$ cat src/cpu_pkg.sv
// shared widths and encodings for the single-cycle RV32I core, imported by every design unit
package cpu_pkg;

    localparam int xlen       = 32;  // data and address width
    localparam int reg_addr_w = 5;   // 32 architectural registers

    // major opcodes kept by this core
    typedef enum logic [6:0] {
        op_lui    = 7'b0110111,
        op_auipc  = 7'b0010111,
        op_jal    = 7'b1101111,
        op_jalr   = 7'b1100111,
        op_branch = 7'b1100011,
        op_imm    = 7'b0010011,
        op_reg    = 7'b0110011
    } opcode_t;

    typedef enum logic [3:0] {
        alu_add  = 4'd0,
        alu_sub  = 4'd1,
        alu_and  = 4'd2,
        alu_or   = 4'd3,
        alu_xor  = 4'd4,
        alu_slt  = 4'd5,   // signed compare, result in bit 0
        alu_sltu = 4'd6,   // unsigned compare
        alu_sll  = 4'd7,
        alu_srl  = 4'd8,
        alu_sra  = 4'd9
    } alu_op_t;

    // first ALU operand
    typedef enum logic [1:0] {
        src_a_rs1  = 2'd0,
        src_a_pc   = 2'd1,   // auipc, branches, jal
        src_a_zero = 2'd2    // lui
    } src_a_t;

    // second ALU operand
    typedef enum logic {
        src_b_rs2 = 1'b0,
        src_b_imm = 1'b1
    } src_b_t;

    // write-back source
    typedef enum logic {
        wb_alu  = 1'b0,
        wb_link = 1'b1   // pc + 4 for jal and jalr
    } wb_sel_t;

endpackage
$ cat src/ctrl_if.sv
// decoded control bundle, driven by the decoder and read by the register file and datapath
`timescale 1ns/1ns
interface ctrl_if;
    import cpu_pkg::*;

    alu_op_t               alu_op;
    src_a_t                src_a;
    src_b_t                src_b;
    logic [xlen-1:0]       imm;
    wb_sel_t               wb_sel;
    logic                  reg_write;  // already low for rd == x0
    logic [reg_addr_w-1:0] rd;
    logic                  branch;     // conditional branch
    logic                  jump;       // jal or jalr
    logic [2:0]            funct3;     // branch condition

    modport ctrl (
        output alu_op, src_a, src_b, imm, wb_sel, reg_write, rd, branch, jump, funct3
    );

    modport dp (
        input alu_op, src_a, src_b, imm, wb_sel, branch, jump, funct3
    );

    modport rf (
        input reg_write, rd
    );

endinterface

$ cat src/core_top.sv
// single-cycle RV32I core top level; program memory and write-back observation sit outside
`timescale 1ns/1ns
module core_top #(
    parameter logic [cpu_pkg::xlen-1:0] reset_pc = 32'h8000_0000
) (
    input  logic                           clk,
    input  logic                           reset,
    input  logic [cpu_pkg::xlen-1:0]       inst,     // word at the current pc
    output logic [cpu_pkg::xlen-1:0]       pc,
    output logic                           wb_en,
    output logic [cpu_pkg::reg_addr_w-1:0] wb_addr,
    output logic [cpu_pkg::xlen-1:0]       wb_data,
    output logic                           illegal
);
    import cpu_pkg::*;

    logic [xlen-1:0]       snpc;
    logic [reg_addr_w-1:0] rs1;
    logic [reg_addr_w-1:0] rs2;
    logic [xlen-1:0]       rdata1;
    logic [xlen-1:0]       rdata2;
    logic [xlen-1:0]       alu_result;
    logic                  redirect;
    logic [xlen-1:0]       target;

    ctrl_if ctl ();

    fetch_unit #(
        .reset_pc(reset_pc)
    ) u_fetch (
        .clk     (clk),
        .reset   (reset),
        .redirect(redirect),
        .target  (target),
        .pc      (pc),
        .snpc    (snpc)
    );

    decoder u_decoder (
        .reset  (reset),
        .inst   (inst),
        .rs1    (rs1),
        .rs2    (rs2),
        .illegal(illegal),
        .ctl    (ctl.ctrl)
    );

    reg_file u_reg_file (
        .clk   (clk),
        .raddr1(rs1),
        .raddr2(rs2),
        .rdata1(rdata1),
        .rdata2(rdata2),
        .wdata (wb_data),
        .ctl   (ctl.rf)
    );

    exec_unit u_exec (
        .rdata1    (rdata1),
        .rdata2    (rdata2),
        .pc        (pc),
        .snpc      (snpc),
        .alu_result(alu_result),
        .wb_data   (wb_data),
        .ctl       (ctl.dp)
    );

    branch_unit u_branch (
        .rdata1    (rdata1),
        .rdata2    (rdata2),
        .alu_result(alu_result),
        .redirect  (redirect),
        .target    (target),
        .ctl       (ctl.dp)
    );

    // write-back port mirrors what the register file commits at the next edge
    assign wb_en   = ctl.reg_write;
    assign wb_addr = ctl.rd;

endmodule

$ cat src/branch_unit.sv
// branch condition evaluation and redirect target for conditional branches and jumps
`timescale 1ns/1ns
module branch_unit (
    input  logic [cpu_pkg::xlen-1:0] rdata1,
    input  logic [cpu_pkg::xlen-1:0] rdata2,
    input  logic [cpu_pkg::xlen-1:0] alu_result,
    output logic                     redirect,
    output logic [cpu_pkg::xlen-1:0] target,
    ctrl_if.dp                       ctl
);
    import cpu_pkg::*;

    logic taken;

    always_comb begin
        taken = 1'b0;
        if (ctl.branch) begin
            case (ctl.funct3)
                3'b000:  taken = (rdata1 == rdata2);                   // beq
                3'b001:  taken = (rdata1 != rdata2);                   // bne
                3'b100:  taken = ($signed(rdata1) < $signed(rdata2));  // blt
                3'b101:  taken = ($signed(rdata1) >= $signed(rdata2)); // bge
                3'b110:  taken = (rdata1 < rdata2);                    // bltu
                3'b111:  taken = (rdata1 >= rdata2);                   // bgeu
                default: taken = 1'b0;
            endcase
        end
    end

    assign redirect = taken || ctl.jump;

    // bit 0 cleared for jalr targets
    assign target = {alu_result[xlen-1:1], 1'b0};

endmodule

$ cat src/exec_unit.sv
// execute stage: operand muxing, the ALU and selection of the write-back value
`timescale 1ns/1ns
module exec_unit (
    input  logic [cpu_pkg::xlen-1:0] rdata1,
    input  logic [cpu_pkg::xlen-1:0] rdata2,
    input  logic [cpu_pkg::xlen-1:0] pc,
    input  logic [cpu_pkg::xlen-1:0] snpc,
    output logic [cpu_pkg::xlen-1:0] alu_result,
    output logic [cpu_pkg::xlen-1:0] wb_data,
    ctrl_if.dp                       ctl
);
    import cpu_pkg::*;

    logic [xlen-1:0]         op_a;
    logic [xlen-1:0]         op_b;
    logic [xlen:0]           diff_ext;  // extra msb holds the borrow
    logic [xlen-1:0]         diff;
    logic                    overflow;
    logic                    slt_res;
    logic                    sltu_res;
    logic [$clog2(xlen)-1:0] shamt;

    always_comb begin
        case (ctl.src_a)
            src_a_pc:   op_a = pc;
            src_a_zero: op_a = '0;
            default:    op_a = rdata1;
        endcase
    end

    assign op_b  = (ctl.src_b == src_b_imm) ? ctl.imm : rdata2;
    assign shamt = op_b[$clog2(xlen)-1:0];

    // one subtractor serves sub, slt and sltu
    assign diff_ext = {1'b0, op_a} - {1'b0, op_b};
    assign diff     = diff_ext[xlen-1:0];
    assign overflow = (op_a[xlen-1] != op_b[xlen-1]) && (diff[xlen-1] != op_a[xlen-1]);
    assign slt_res  = diff[xlen-1] ^ overflow;
    assign sltu_res = diff_ext[xlen];  // borrow out means a < b

    always_comb begin
        case (ctl.alu_op)
            alu_sub:  alu_result = diff;
            alu_and:  alu_result = op_a & op_b;
            alu_or:   alu_result = op_a | op_b;
            alu_xor:  alu_result = op_a ^ op_b;
            alu_slt:  alu_result = {{(xlen-1){1'b0}}, slt_res};
            alu_sltu: alu_result = {{(xlen-1){1'b0}}, sltu_res};
            alu_sll:  alu_result = op_a << shamt;
            alu_srl:  alu_result = op_a >> shamt;
            alu_sra:  alu_result = $unsigned($signed(op_a) >>> shamt);
            default:  alu_result = op_a + op_b;  // add, address forms
        endcase
    end

    assign wb_data = (ctl.wb_sel == wb_link) ? snpc : alu_result;

endmodule

$ cat src/reg_file.sv
// 32 x 32-bit integer register file, two combinational read ports and one clocked write port
`timescale 1ns/1ns
module reg_file (
    input  logic                           clk,
    input  logic [cpu_pkg::reg_addr_w-1:0] raddr1,
    input  logic [cpu_pkg::reg_addr_w-1:0] raddr2,
    output logic [cpu_pkg::xlen-1:0]       rdata1,
    output logic [cpu_pkg::xlen-1:0]       rdata2,
    input  logic [cpu_pkg::xlen-1:0]       wdata,
    ctrl_if.rf                             ctl
);
    import cpu_pkg::*;

    logic [xlen-1:0] regs [2**reg_addr_w];

    always_ff @(posedge clk) begin
        if (ctl.reg_write) begin
            regs[ctl.rd] <= wdata;  // decoder never asserts this for x0
        end
    end

    // x0 reads as zero whatever the array holds
    always_comb begin
        rdata1 = (raddr1 == '0) ? '0 : regs[raddr1];
        rdata2 = (raddr2 == '0) ? '0 : regs[raddr2];
    end

endmodule

$ cat src/decoder.sv
// instruction decoder: register addresses, immediate and the control bundle for one RV32I word
`timescale 1ns/1ns
module decoder (
    input  logic                           reset,
    input  logic [cpu_pkg::xlen-1:0]       inst,
    output logic [cpu_pkg::reg_addr_w-1:0] rs1,
    output logic [cpu_pkg::reg_addr_w-1:0] rs2,
    output logic                           illegal,
    ctrl_if.ctrl                           ctl
);
    import cpu_pkg::*;

    opcode_t         opcode;
    logic [2:0]      funct3;
    logic            funct7_b5;  // selects sub and sra
    logic [xlen-1:0] imm_i;
    logic [xlen-1:0] imm_b;
    logic [xlen-1:0] imm_u;
    logic [xlen-1:0] imm_j;
    logic            writes_rd;
    logic            unknown;

    assign opcode    = opcode_t'(inst[6:0]);
    assign funct3    = inst[14:12];
    assign funct7_b5 = inst[30];
    assign rs1       = inst[19:15];
    assign rs2       = inst[24:20];

    assign imm_i = {{20{inst[31]}}, inst[31:20]};
    assign imm_b = {{19{inst[31]}}, inst[31], inst[7], inst[30:25], inst[11:8], 1'b0};
    assign imm_u = {inst[31:12], 12'b0};
    assign imm_j = {{11{inst[31]}}, inst[31], inst[19:12], inst[20], inst[30:21], 1'b0};

    always_comb begin
        ctl.alu_op = alu_add;
        ctl.src_a  = src_a_rs1;
        ctl.src_b  = src_b_imm;
        ctl.imm    = imm_i;
        ctl.wb_sel = wb_alu;
        ctl.branch = 1'b0;
        ctl.jump   = 1'b0;
        writes_rd  = 1'b0;
        unknown    = 1'b0;

        case (opcode)
            op_lui: begin
                ctl.src_a = src_a_zero;  // 0 + upper immediate
                ctl.imm   = imm_u;
                writes_rd = 1'b1;
            end
            op_auipc: begin
                ctl.src_a = src_a_pc;
                ctl.imm   = imm_u;
                writes_rd = 1'b1;
            end
            op_jal: begin
                ctl.src_a  = src_a_pc;  // alu forms the target
                ctl.imm    = imm_j;
                ctl.wb_sel = wb_link;
                ctl.jump   = 1'b1;
                writes_rd  = 1'b1;
            end
            op_jalr: begin
                ctl.wb_sel = wb_link;  // rs1 + imm is the target
                ctl.jump   = 1'b1;
                writes_rd  = 1'b1;
            end
            op_branch: begin
                ctl.src_a  = src_a_pc;
                ctl.imm    = imm_b;
                ctl.branch = 1'b1;
            end
            op_imm, op_reg: begin
                if (opcode == op_reg) begin
                    ctl.src_b = src_b_rs2;
                end
                writes_rd = 1'b1;
                case (funct3)
                    3'b000: ctl.alu_op = (opcode == op_reg && funct7_b5) ? alu_sub : alu_add;
                    3'b001: ctl.alu_op = alu_sll;
                    3'b010: ctl.alu_op = alu_slt;
                    3'b011: ctl.alu_op = alu_sltu;
                    3'b100: ctl.alu_op = alu_xor;
                    3'b101: ctl.alu_op = funct7_b5 ? alu_sra : alu_srl;  // srai has bit 30 set too
                    3'b110: ctl.alu_op = alu_or;
                    default: ctl.alu_op = alu_and;
                endcase
            end
            default: begin
                unknown = 1'b1;  // nothing written, pc just advances
            end
        endcase
    end

    assign ctl.rd        = inst[11:7];
    assign ctl.funct3    = funct3;
    assign ctl.reg_write = writes_rd && (inst[11:7] != '0) && !reset;
    assign illegal       = unknown && !reset;

endmodule

$ cat src/fetch_unit.sv
// program counter with sequential and redirected next-pc selection, one update per clock
`timescale 1ns/1ns
module fetch_unit #(
    parameter logic [cpu_pkg::xlen-1:0] reset_pc = 32'h8000_0000
) (
    input  logic                     clk,
    input  logic                     reset,
    input  logic                     redirect,
    input  logic [cpu_pkg::xlen-1:0] target,
    output logic [cpu_pkg::xlen-1:0] pc,
    output logic [cpu_pkg::xlen-1:0] snpc
);
    import cpu_pkg::*;

    logic [xlen-1:0] dnpc;  // next pc actually taken

    assign snpc = pc + xlen'(4);

    always_comb begin
        if (redirect) begin
            dnpc = target;  // taken branch or jump
        end else begin
            dnpc = snpc;
        end
    end

    always_ff @(posedge clk) begin
        if (reset) begin
            pc <= reset_pc;
        end else begin
            pc <= dnpc;
        end
    end

endmodule

$ cat config.mk
export PLATFORM = sky130hd
export DESIGN_NAME = core_top
export DESIGN_NICKNAME = d
export VERILOG_FILES = /design/src/cpu_pkg.sv /design/src/ctrl_if.sv /design/src/core_top.sv /design/src/branch_unit.sv /design/src/exec_unit.sv /design/src/reg_file.sv /design/src/decoder.sv /design/src/fetch_unit.sv
export SDC_FILE = /design/constraint.sdc
export NUM_CORES = 2
export LEC_CHECK = 0
export BUFFER_PORTS_ARGS = -buffer_cell sky130_fd_sc_hd__buf_2
export CORE_AREA = 2 2 321 323
export CTS_BUF_LIST = sky130_fd_sc_hd__clkbuf_8
export CTS_CLUSTER_DIAMETER = 200
export DETAILED_ROUTE_END_ITERATION = 8
export DIE_AREA = 0 0 323 325
export GPL_ROUTABILITY_DRIVEN = 1
export PLACE_DENSITY = 0.81
export SLEW_MARGIN = 20
export SYNTH_ARGS = -nofsm -noshare
export SYNTH_HDL_FRONTEND = slang
export SYNTH_SLANG_ARGS = --single-unit
export TNS_END_PERCENT = 30
$ cat constraint.sdc
create_clock -name clk -period 16.4 [get_ports clk]
set_clock_uncertainty 0.2 [all_clocks]
set_input_delay 3.28 -clock clk [delete_from_list [all_inputs] [get_ports clk]]
set_output_delay 3.28 -clock clk [all_outputs]
set_load 0.005 [all_outputs]
== Yosys cells after proc, flatten, opt, wreduce, memory -nomap -nowiden ==
Memory sizes are Yosys's and may differ from the RTL's.
Cells that the tools add are included.
W data, S select, Z words.

* Add/sub/neg operators: 3
* Multiply operators: 0
* Div/mod/pow operators: 0
* Order comparisons: 4
* Equal/unequal tests: 29
* Shift-type cells: 3
* Multiplexer cells: 23
* Bitwise logic cells: 4
* Reduce and logical (&&, ||, !) cells: 18

{| class="wikitable"
|+ Operator list
! operator !! count
|-
| $pmux W32 S9 || 1
|-
| $mux W32 || 5
|-
| $pmux W31 S3 || 1
|-
| $ge A32 B32 Y1 || 2
|-
| $lt A32 B32 Y1 || 2
|-
| $pmux W32 S2 || 1
|-
| $sub A32 B32 Y33 || 1
|-
| $add A32 B3 Y32 const B || 1
|-
| $add A32 B32 Y32 || 1
|-
| $and A32 B32 Y32 || 1
|-
| $eq A32 B32 Y1 || 1
|-
| $ne A32 B32 Y1 || 1
|-
| $or A32 B32 Y32 || 1
|-
| $shl A32 B5 Y32 || 1
|-
| $shr A32 B5 Y32 || 1
|-
| $sshr A32 B5 Y32 || 1
|-
| $xor A32 B32 Y32 || 1
|-
| $pmux W4 S7 || 1
|-
| $eq A7 B7 Y1 const B || 3
|-
| $eq A4 B3 Y1 const B || 4
|-
| $eq A7 B5 Y1 const B || 2
|-
| $eq A7 B6 Y1 const B || 2
|-
| $eq A3 B3 Y1 const B || 4
|-
| $mux W1 || 11
|-
| 22 further kinds || 34
|}

* Flip-flop bits (word level): 32
* Latch bits: 0
* Bits in writable memories: 1,024
* Bits in read-only memories: 0
* Bits of input ports: 34
* Output and inout bits: 71
* Memories kept: 1

{| class="wikitable"
|+ Memories
! memory !! depth !! bits a word !! rd ports !! clocked after Yosys merged registers in !! write ports !! line !! source
|-
| u_reg_file.regs || 32 || 32 || 2 || 0 || 1 || reg_file.sv:14 || <nowiki>logic [xlen-1:0] regs [2**reg_addr_w];</nowiki>
|}

== Depth between registers and ports, before layout ==
* Depth after elaboration: 11
* Depth in mapped cells: 37

== Modules after synthesis ==
Synthesis repeated with hierarchy kept, for this count alone.

* Cells, all modules: 4,372
* Area total of the unflattened synthesis: 61,530.3 µm²

{| class="wikitable"
|+ By module, submodules not included
! module !! times used !! cells an instance !! area an instance (µm²)
|-
| reg_file || 1 || 2,400 || 46,960.0
|-
| exec_unit || 1 || 1,456 || 10,635.2
|-
| fetch_unit || 1 || 241 || 1,994.4
|-
| branch_unit || 1 || 166 || 1,186.1
|-
| decoder || 1 || 109 || 754.5
|}

== Worst setup path after synthesis ==
Ideal clock, no wire load.

* Kind: input to output
* From: input port inst[20] (netlist bit)
* To: output port wb_data[31] (netlist bit)
* Data arrival time: 10.397 ns
* Data required time: 12.920 ns
* Slack: 2.523 ns
* Stages on the path: 36
* Buffers on the path: 11
* Path through: buf_6 buf_4 buf_6 buf_4 buf_2 buf_2 buf_4 buf_4 buf_2 buf_2 mux2i_1 o22ai_1 a221oi_1 o21ai_0 nand2_1 o21ai_0 ha_1 clkbuf_1 nor2b_1 o21bai_1 a21oi_1 nor3_1 a211oi_1 a211oi_1 o31ai_1 a21oi_1 o21bai_1 a221oi_1 o21bai_1 a21oi_1 fa_1 o21ai_0 nor4_1 o21ai_0 a21oi_1 a21oi_1

* Word-level cells in the longest chain between the ends: 6
* Elaborated cells between the ends (all ways): 15

{| class="wikitable"
|+ Ends and longest elaborated chain
! what !! line !! source
|-
| from (decl) || core_top.sv:8 || <nowiki>input logic [cpu_pkg::xlen-1:0] inst,</nowiki>
|-
| $mem_v2 Z32 W32 / $logic_not A5 Y1 (equally long branches) || - ||
|-
| $mux W32 || reg_file.sv:25 || <nowiki>rdata2 = (raddr2 == '0) ? '0 : regs[raddr2];</nowiki>
|-
| $mux W32 * || exec_unit.sv:31 || <nowiki>assign op_b = (ctl.src_b == src_b_imm) ? ctl.imm : rdata2;</nowiki>
|-
| $add A32 B32 Y32, or another cell as far along || exec_unit.sv:52 || <nowiki>default: alu_result = op_a + op_b;</nowiki>
|-
| $pmux W32 S9 * || exec_unit.sv:42 || <nowiki>case (ctl.alu_op)</nowiki>
|-
| $mux W32 * || exec_unit.sv:56 || <nowiki>assign wb_data = (ctl.wb_sel == wb_link) ? snpc : alu_result;</nowiki>
|-
| to (decl) || core_top.sv:12 || <nowiki>output logic [cpu_pkg::xlen-1:0] wb_data,</nowiki>
|}

Mark *: on every way between the ends. The rest lies on a longest branch, timed or not.

== Final worst setup path ==
* From: input port inst[6] (netlist bit)
* To: output port wb_data[0] (netlist bit)

* Word-level cells in the longest chain between the ends: 11
* Elaborated cells between the ends (all ways): 47

{| class="wikitable"
|+ Ends and longest elaborated chain
! what !! line !! source
|-
| $eq A7 B5 Y1 / $eq A7 B7 Y1 (equally long branches) || decoder.sv:45 || <nowiki>case (opcode)</nowiki>
|-
| $reduce_or A3 Y1 (no source line) || - ||
|-
| $pmux W2 S2 || decoder.sv:45 ||
|-
| $eq A2 B2 Y1 / $eq A2 B1 Y1 (equally long branches) || exec_unit.sv:24 || <nowiki>case (ctl.src_a)</nowiki>
|-
| $pmux W32 S2 || exec_unit.sv:24 ||
|-
| $sub A32 B32 Y33 || exec_unit.sv:35 || <nowiki>assign diff_ext = {1'b0, op_a} - {1'b0, op_b};</nowiki>
|-
| $ne A1 B1 Y1 || exec_unit.sv:37 || <nowiki>assign overflow = (op_a[xlen-1] != op_b[xlen-1]) && (diff[xlen-1] != op_a[xlen-1]);</nowiki>
|-
| $logic_and A1 B1 Y1 || exec_unit.sv:37 ||
|-
| $xor A1 B1 Y1 || exec_unit.sv:38 || <nowiki>assign slt_res = diff[xlen-1] ^ overflow;</nowiki>
|-
| $pmux W32 S9 || exec_unit.sv:42 ||
|-
| $mux W32 * || exec_unit.sv:56 ||
|}

Marks and branches as above.

==> flow_metrics.tcl <==
set metrics [dict create \
    status "completed" \
    route.detailed.drc 0 \
    rows 117 \
    yosysUniqueCellTypes 102 \
    cpPeakStageDelay_ns 0.83 \
    cts.sinks 1055 \
    cts-buffers-inserted 164 \
    path_max_fanout 33 \
    utilization_pct 65.18 \
    hold-worst-slack_ns 0.5204 \
    crit_arrival_ns 12.01 \
    fmax_ghz 0.06455 \
    finalHoldViolations 0 \
    die_h_um 325 \
    cap_violations 0 \
    grt_max_degree 127 \
    synth_seq_cells 1055 \
    postCtsSetupRepairBufs 0 \
    pwr_density_cell_mw_per_mm2 105.9 \
    grt_use_total_pct 41.23 \
    relSlewSlack_pct 15.28 \
    met3_length_um 30280 \
    clk_transition_reported_paths_ns 0.06 \
    grt_setup_unrepaired "false" \
    grt_remaining_overflow 0 \
    worstHoldPathType "reg2reg" \
    layout_min_cycle_time_ns 15.49 \
    finalNetCount 4881 \
    wire_per_inst_um 35.41 \
    die_area_mm2 0.1050 \
    place_inst 5915 \
    setup_viol 0 \
    root_buffer "clkbuf_8" \
    hold_buffers 0 \
    antenna_found_initial 13 \
    startpoint_type "input pin" \
    cpMaxStageDelayCell "and2_0" \
    gp_congestion 1.089 \
    tightest_slew_ns 1.260 \
    synth_top_flop_cell "edfxtp_1" \
    drive_gt1_share_pct 19.26 \
    rr_startpoint "u_reg_file.regs[10][0]" \
    ant_nets 0 \
    post-route-period-util_pct 94.46 \
    vias 46410 \
    yosysTopAreaCellShare_pct 50.90 \
    maxSlewViolCount 0 \
    drtIter0Drc 7787 \
    place_ws_ns 1.266 \
    fin_cells 6211 \
    insertion_delay_ns 0.87 \
    syn_inst 4605 \
    min_delay_path_depth 1 \
    synthesis.area_mm2 0.06041 \
    pin_count 105 \
    cts_resized 0 \
    crit_type "in2out" \
    maxUsedRoutingLayer "met5" \
    power.leakage_nw 23.94 \
    worst_slack_ns 0.9091 \
    dpl-instance-area_mm2 0.06298 \
    async_flop_share_pct 0 \
    die_w_um 323 \
    htree_levels 4 \
    grt_pass1_wl_um 311500 \
    synth_edf_count 1024 \
    syn_area_per_cell_um2 13.12 \
    dp_hpwl_um 138000 \
    grt_pass1_vias 45310 \
    design_area_mm2 0.06603 \
    synthToLayoutAreaGrowth_pct 9.306 \
    ir_worst_vdd_mv 0.07913 \
    synth_top_area_cell "edfxtp_1" \
    final_cell_mix "1024 x edfxtp_1, 691 x mux2i_1, 301 x a21oi_1, 270 x a22oi_1, 268 x mux4_2" \
    yosysWarnings 0 \
    wl_met2_um 98770 \
    hold_start "u_fetch.pc[2]" \
    drt-met1-wl_um 72590 \
    path_common_cell "nand2_1" \
    start_util_pct 59.63 \
    cp_data_required_time_ns 12.92 \
    cts_tree "done" \
    routed_via_density 7.472 \
    clockBufferDepth 3 \
    crit_start "inst[6]" \
    coreArea_mm2 0.1013 \
    cp-end-kind "primary output" \
    firstDrtPassIters 7 \
    rr_worst_depth 27 \
    final_common_cell "edfxtp_1" \
    synth.top_cells.by_area "edfxtp_1 51%, mux2i_1 11%, mux4_2 10%" \
    seq_area_frac_synth_pct 51.93 \
    wl_um 219900 \
    power_mw 6.991 \
    portBuffers 103 \
    fin_tns_setup_ns 0 \
]
==> cells in the mapped netlist, types with 110 or more instances <==
cell      number
a21oi_1      309
a22oi_1      274
buf_2        110
clkbuf_1     186
edfxtp_1    1024
ha_1         131
inv_1        110
mux2i_1      693
mux4_2       268
nand2_1      166
nor2_1       215
o21ai_0      141
==> cell type report <==
type                            count  area [um2]
Sequential cell                  1055       31370
Clock inverter                    122       732.0
Fill cell                        7247       35270
Tap cell                         1368        1712
Multi-Input combinational cell   3100       27540
Clock buffer                      166        2285
Antenna cell                        8       20.02
Inverter                          115       439.2
Timing Repair Buffer              277        1934
==> state kept, by name, summed over array words and instances (netlist names) <==
| signal | flops |
|---|---|
| u_reg_file.regs | 1024 |
| u_fetch.pc | 31 |
==> critical path, delay by kind of cell <==
family	cells	cell delay, ns
simple gates	8	2.11
compound gates	15	4.10
fa+ha+maj	3	1.39
buf+inv	5	1.11
==> routing by layer <==
metal | up-vias | GRT usage, %
li1 | 18600 | -
met1 | 22550 | 50.45
met2 | 4183 | 62.66
met3 | 1064 | 12.39
met4 | 10 | 28.95
met5 | - | 0
==> cell families after synthesis <==
kind of cell | Yosys count | synth area share [%]
buffers and inverters | 482 | 3.525
multiplexers | 1016 | 22.51
XOR/XNOR | 51 | 0.7394
AO/OA/AOI/OAI | 1137 | 12.62
other | 1 | 0.006208
AND/OR/NAND/NOR | 729 | 5.853
adder cells (fa/ha/maj) | 134 | 2.813
flip-flops | 1055 | 51.93
==> power by group <==
group / internal, mW / total, mW / switching, mW
Clock: 1.04 / 2.10 / 1.05
Combinational: 0.495 / 1.61 / 1.11
Sequential: 3.27 / 3.29 / 0.0177
==> path summary, 6_finish.rpt <==
path / end / slack, ns
worst min-delay path: u_fetch.pc[2] / 0.52
worst min register to register: u_fetch.pc[2] / 0.52
worst max-delay path: wb_data[0] / 0.91
worst max register to register: u_reg_file.regs[27][31] / 8.53
Power figures use the tool's default switching activity.
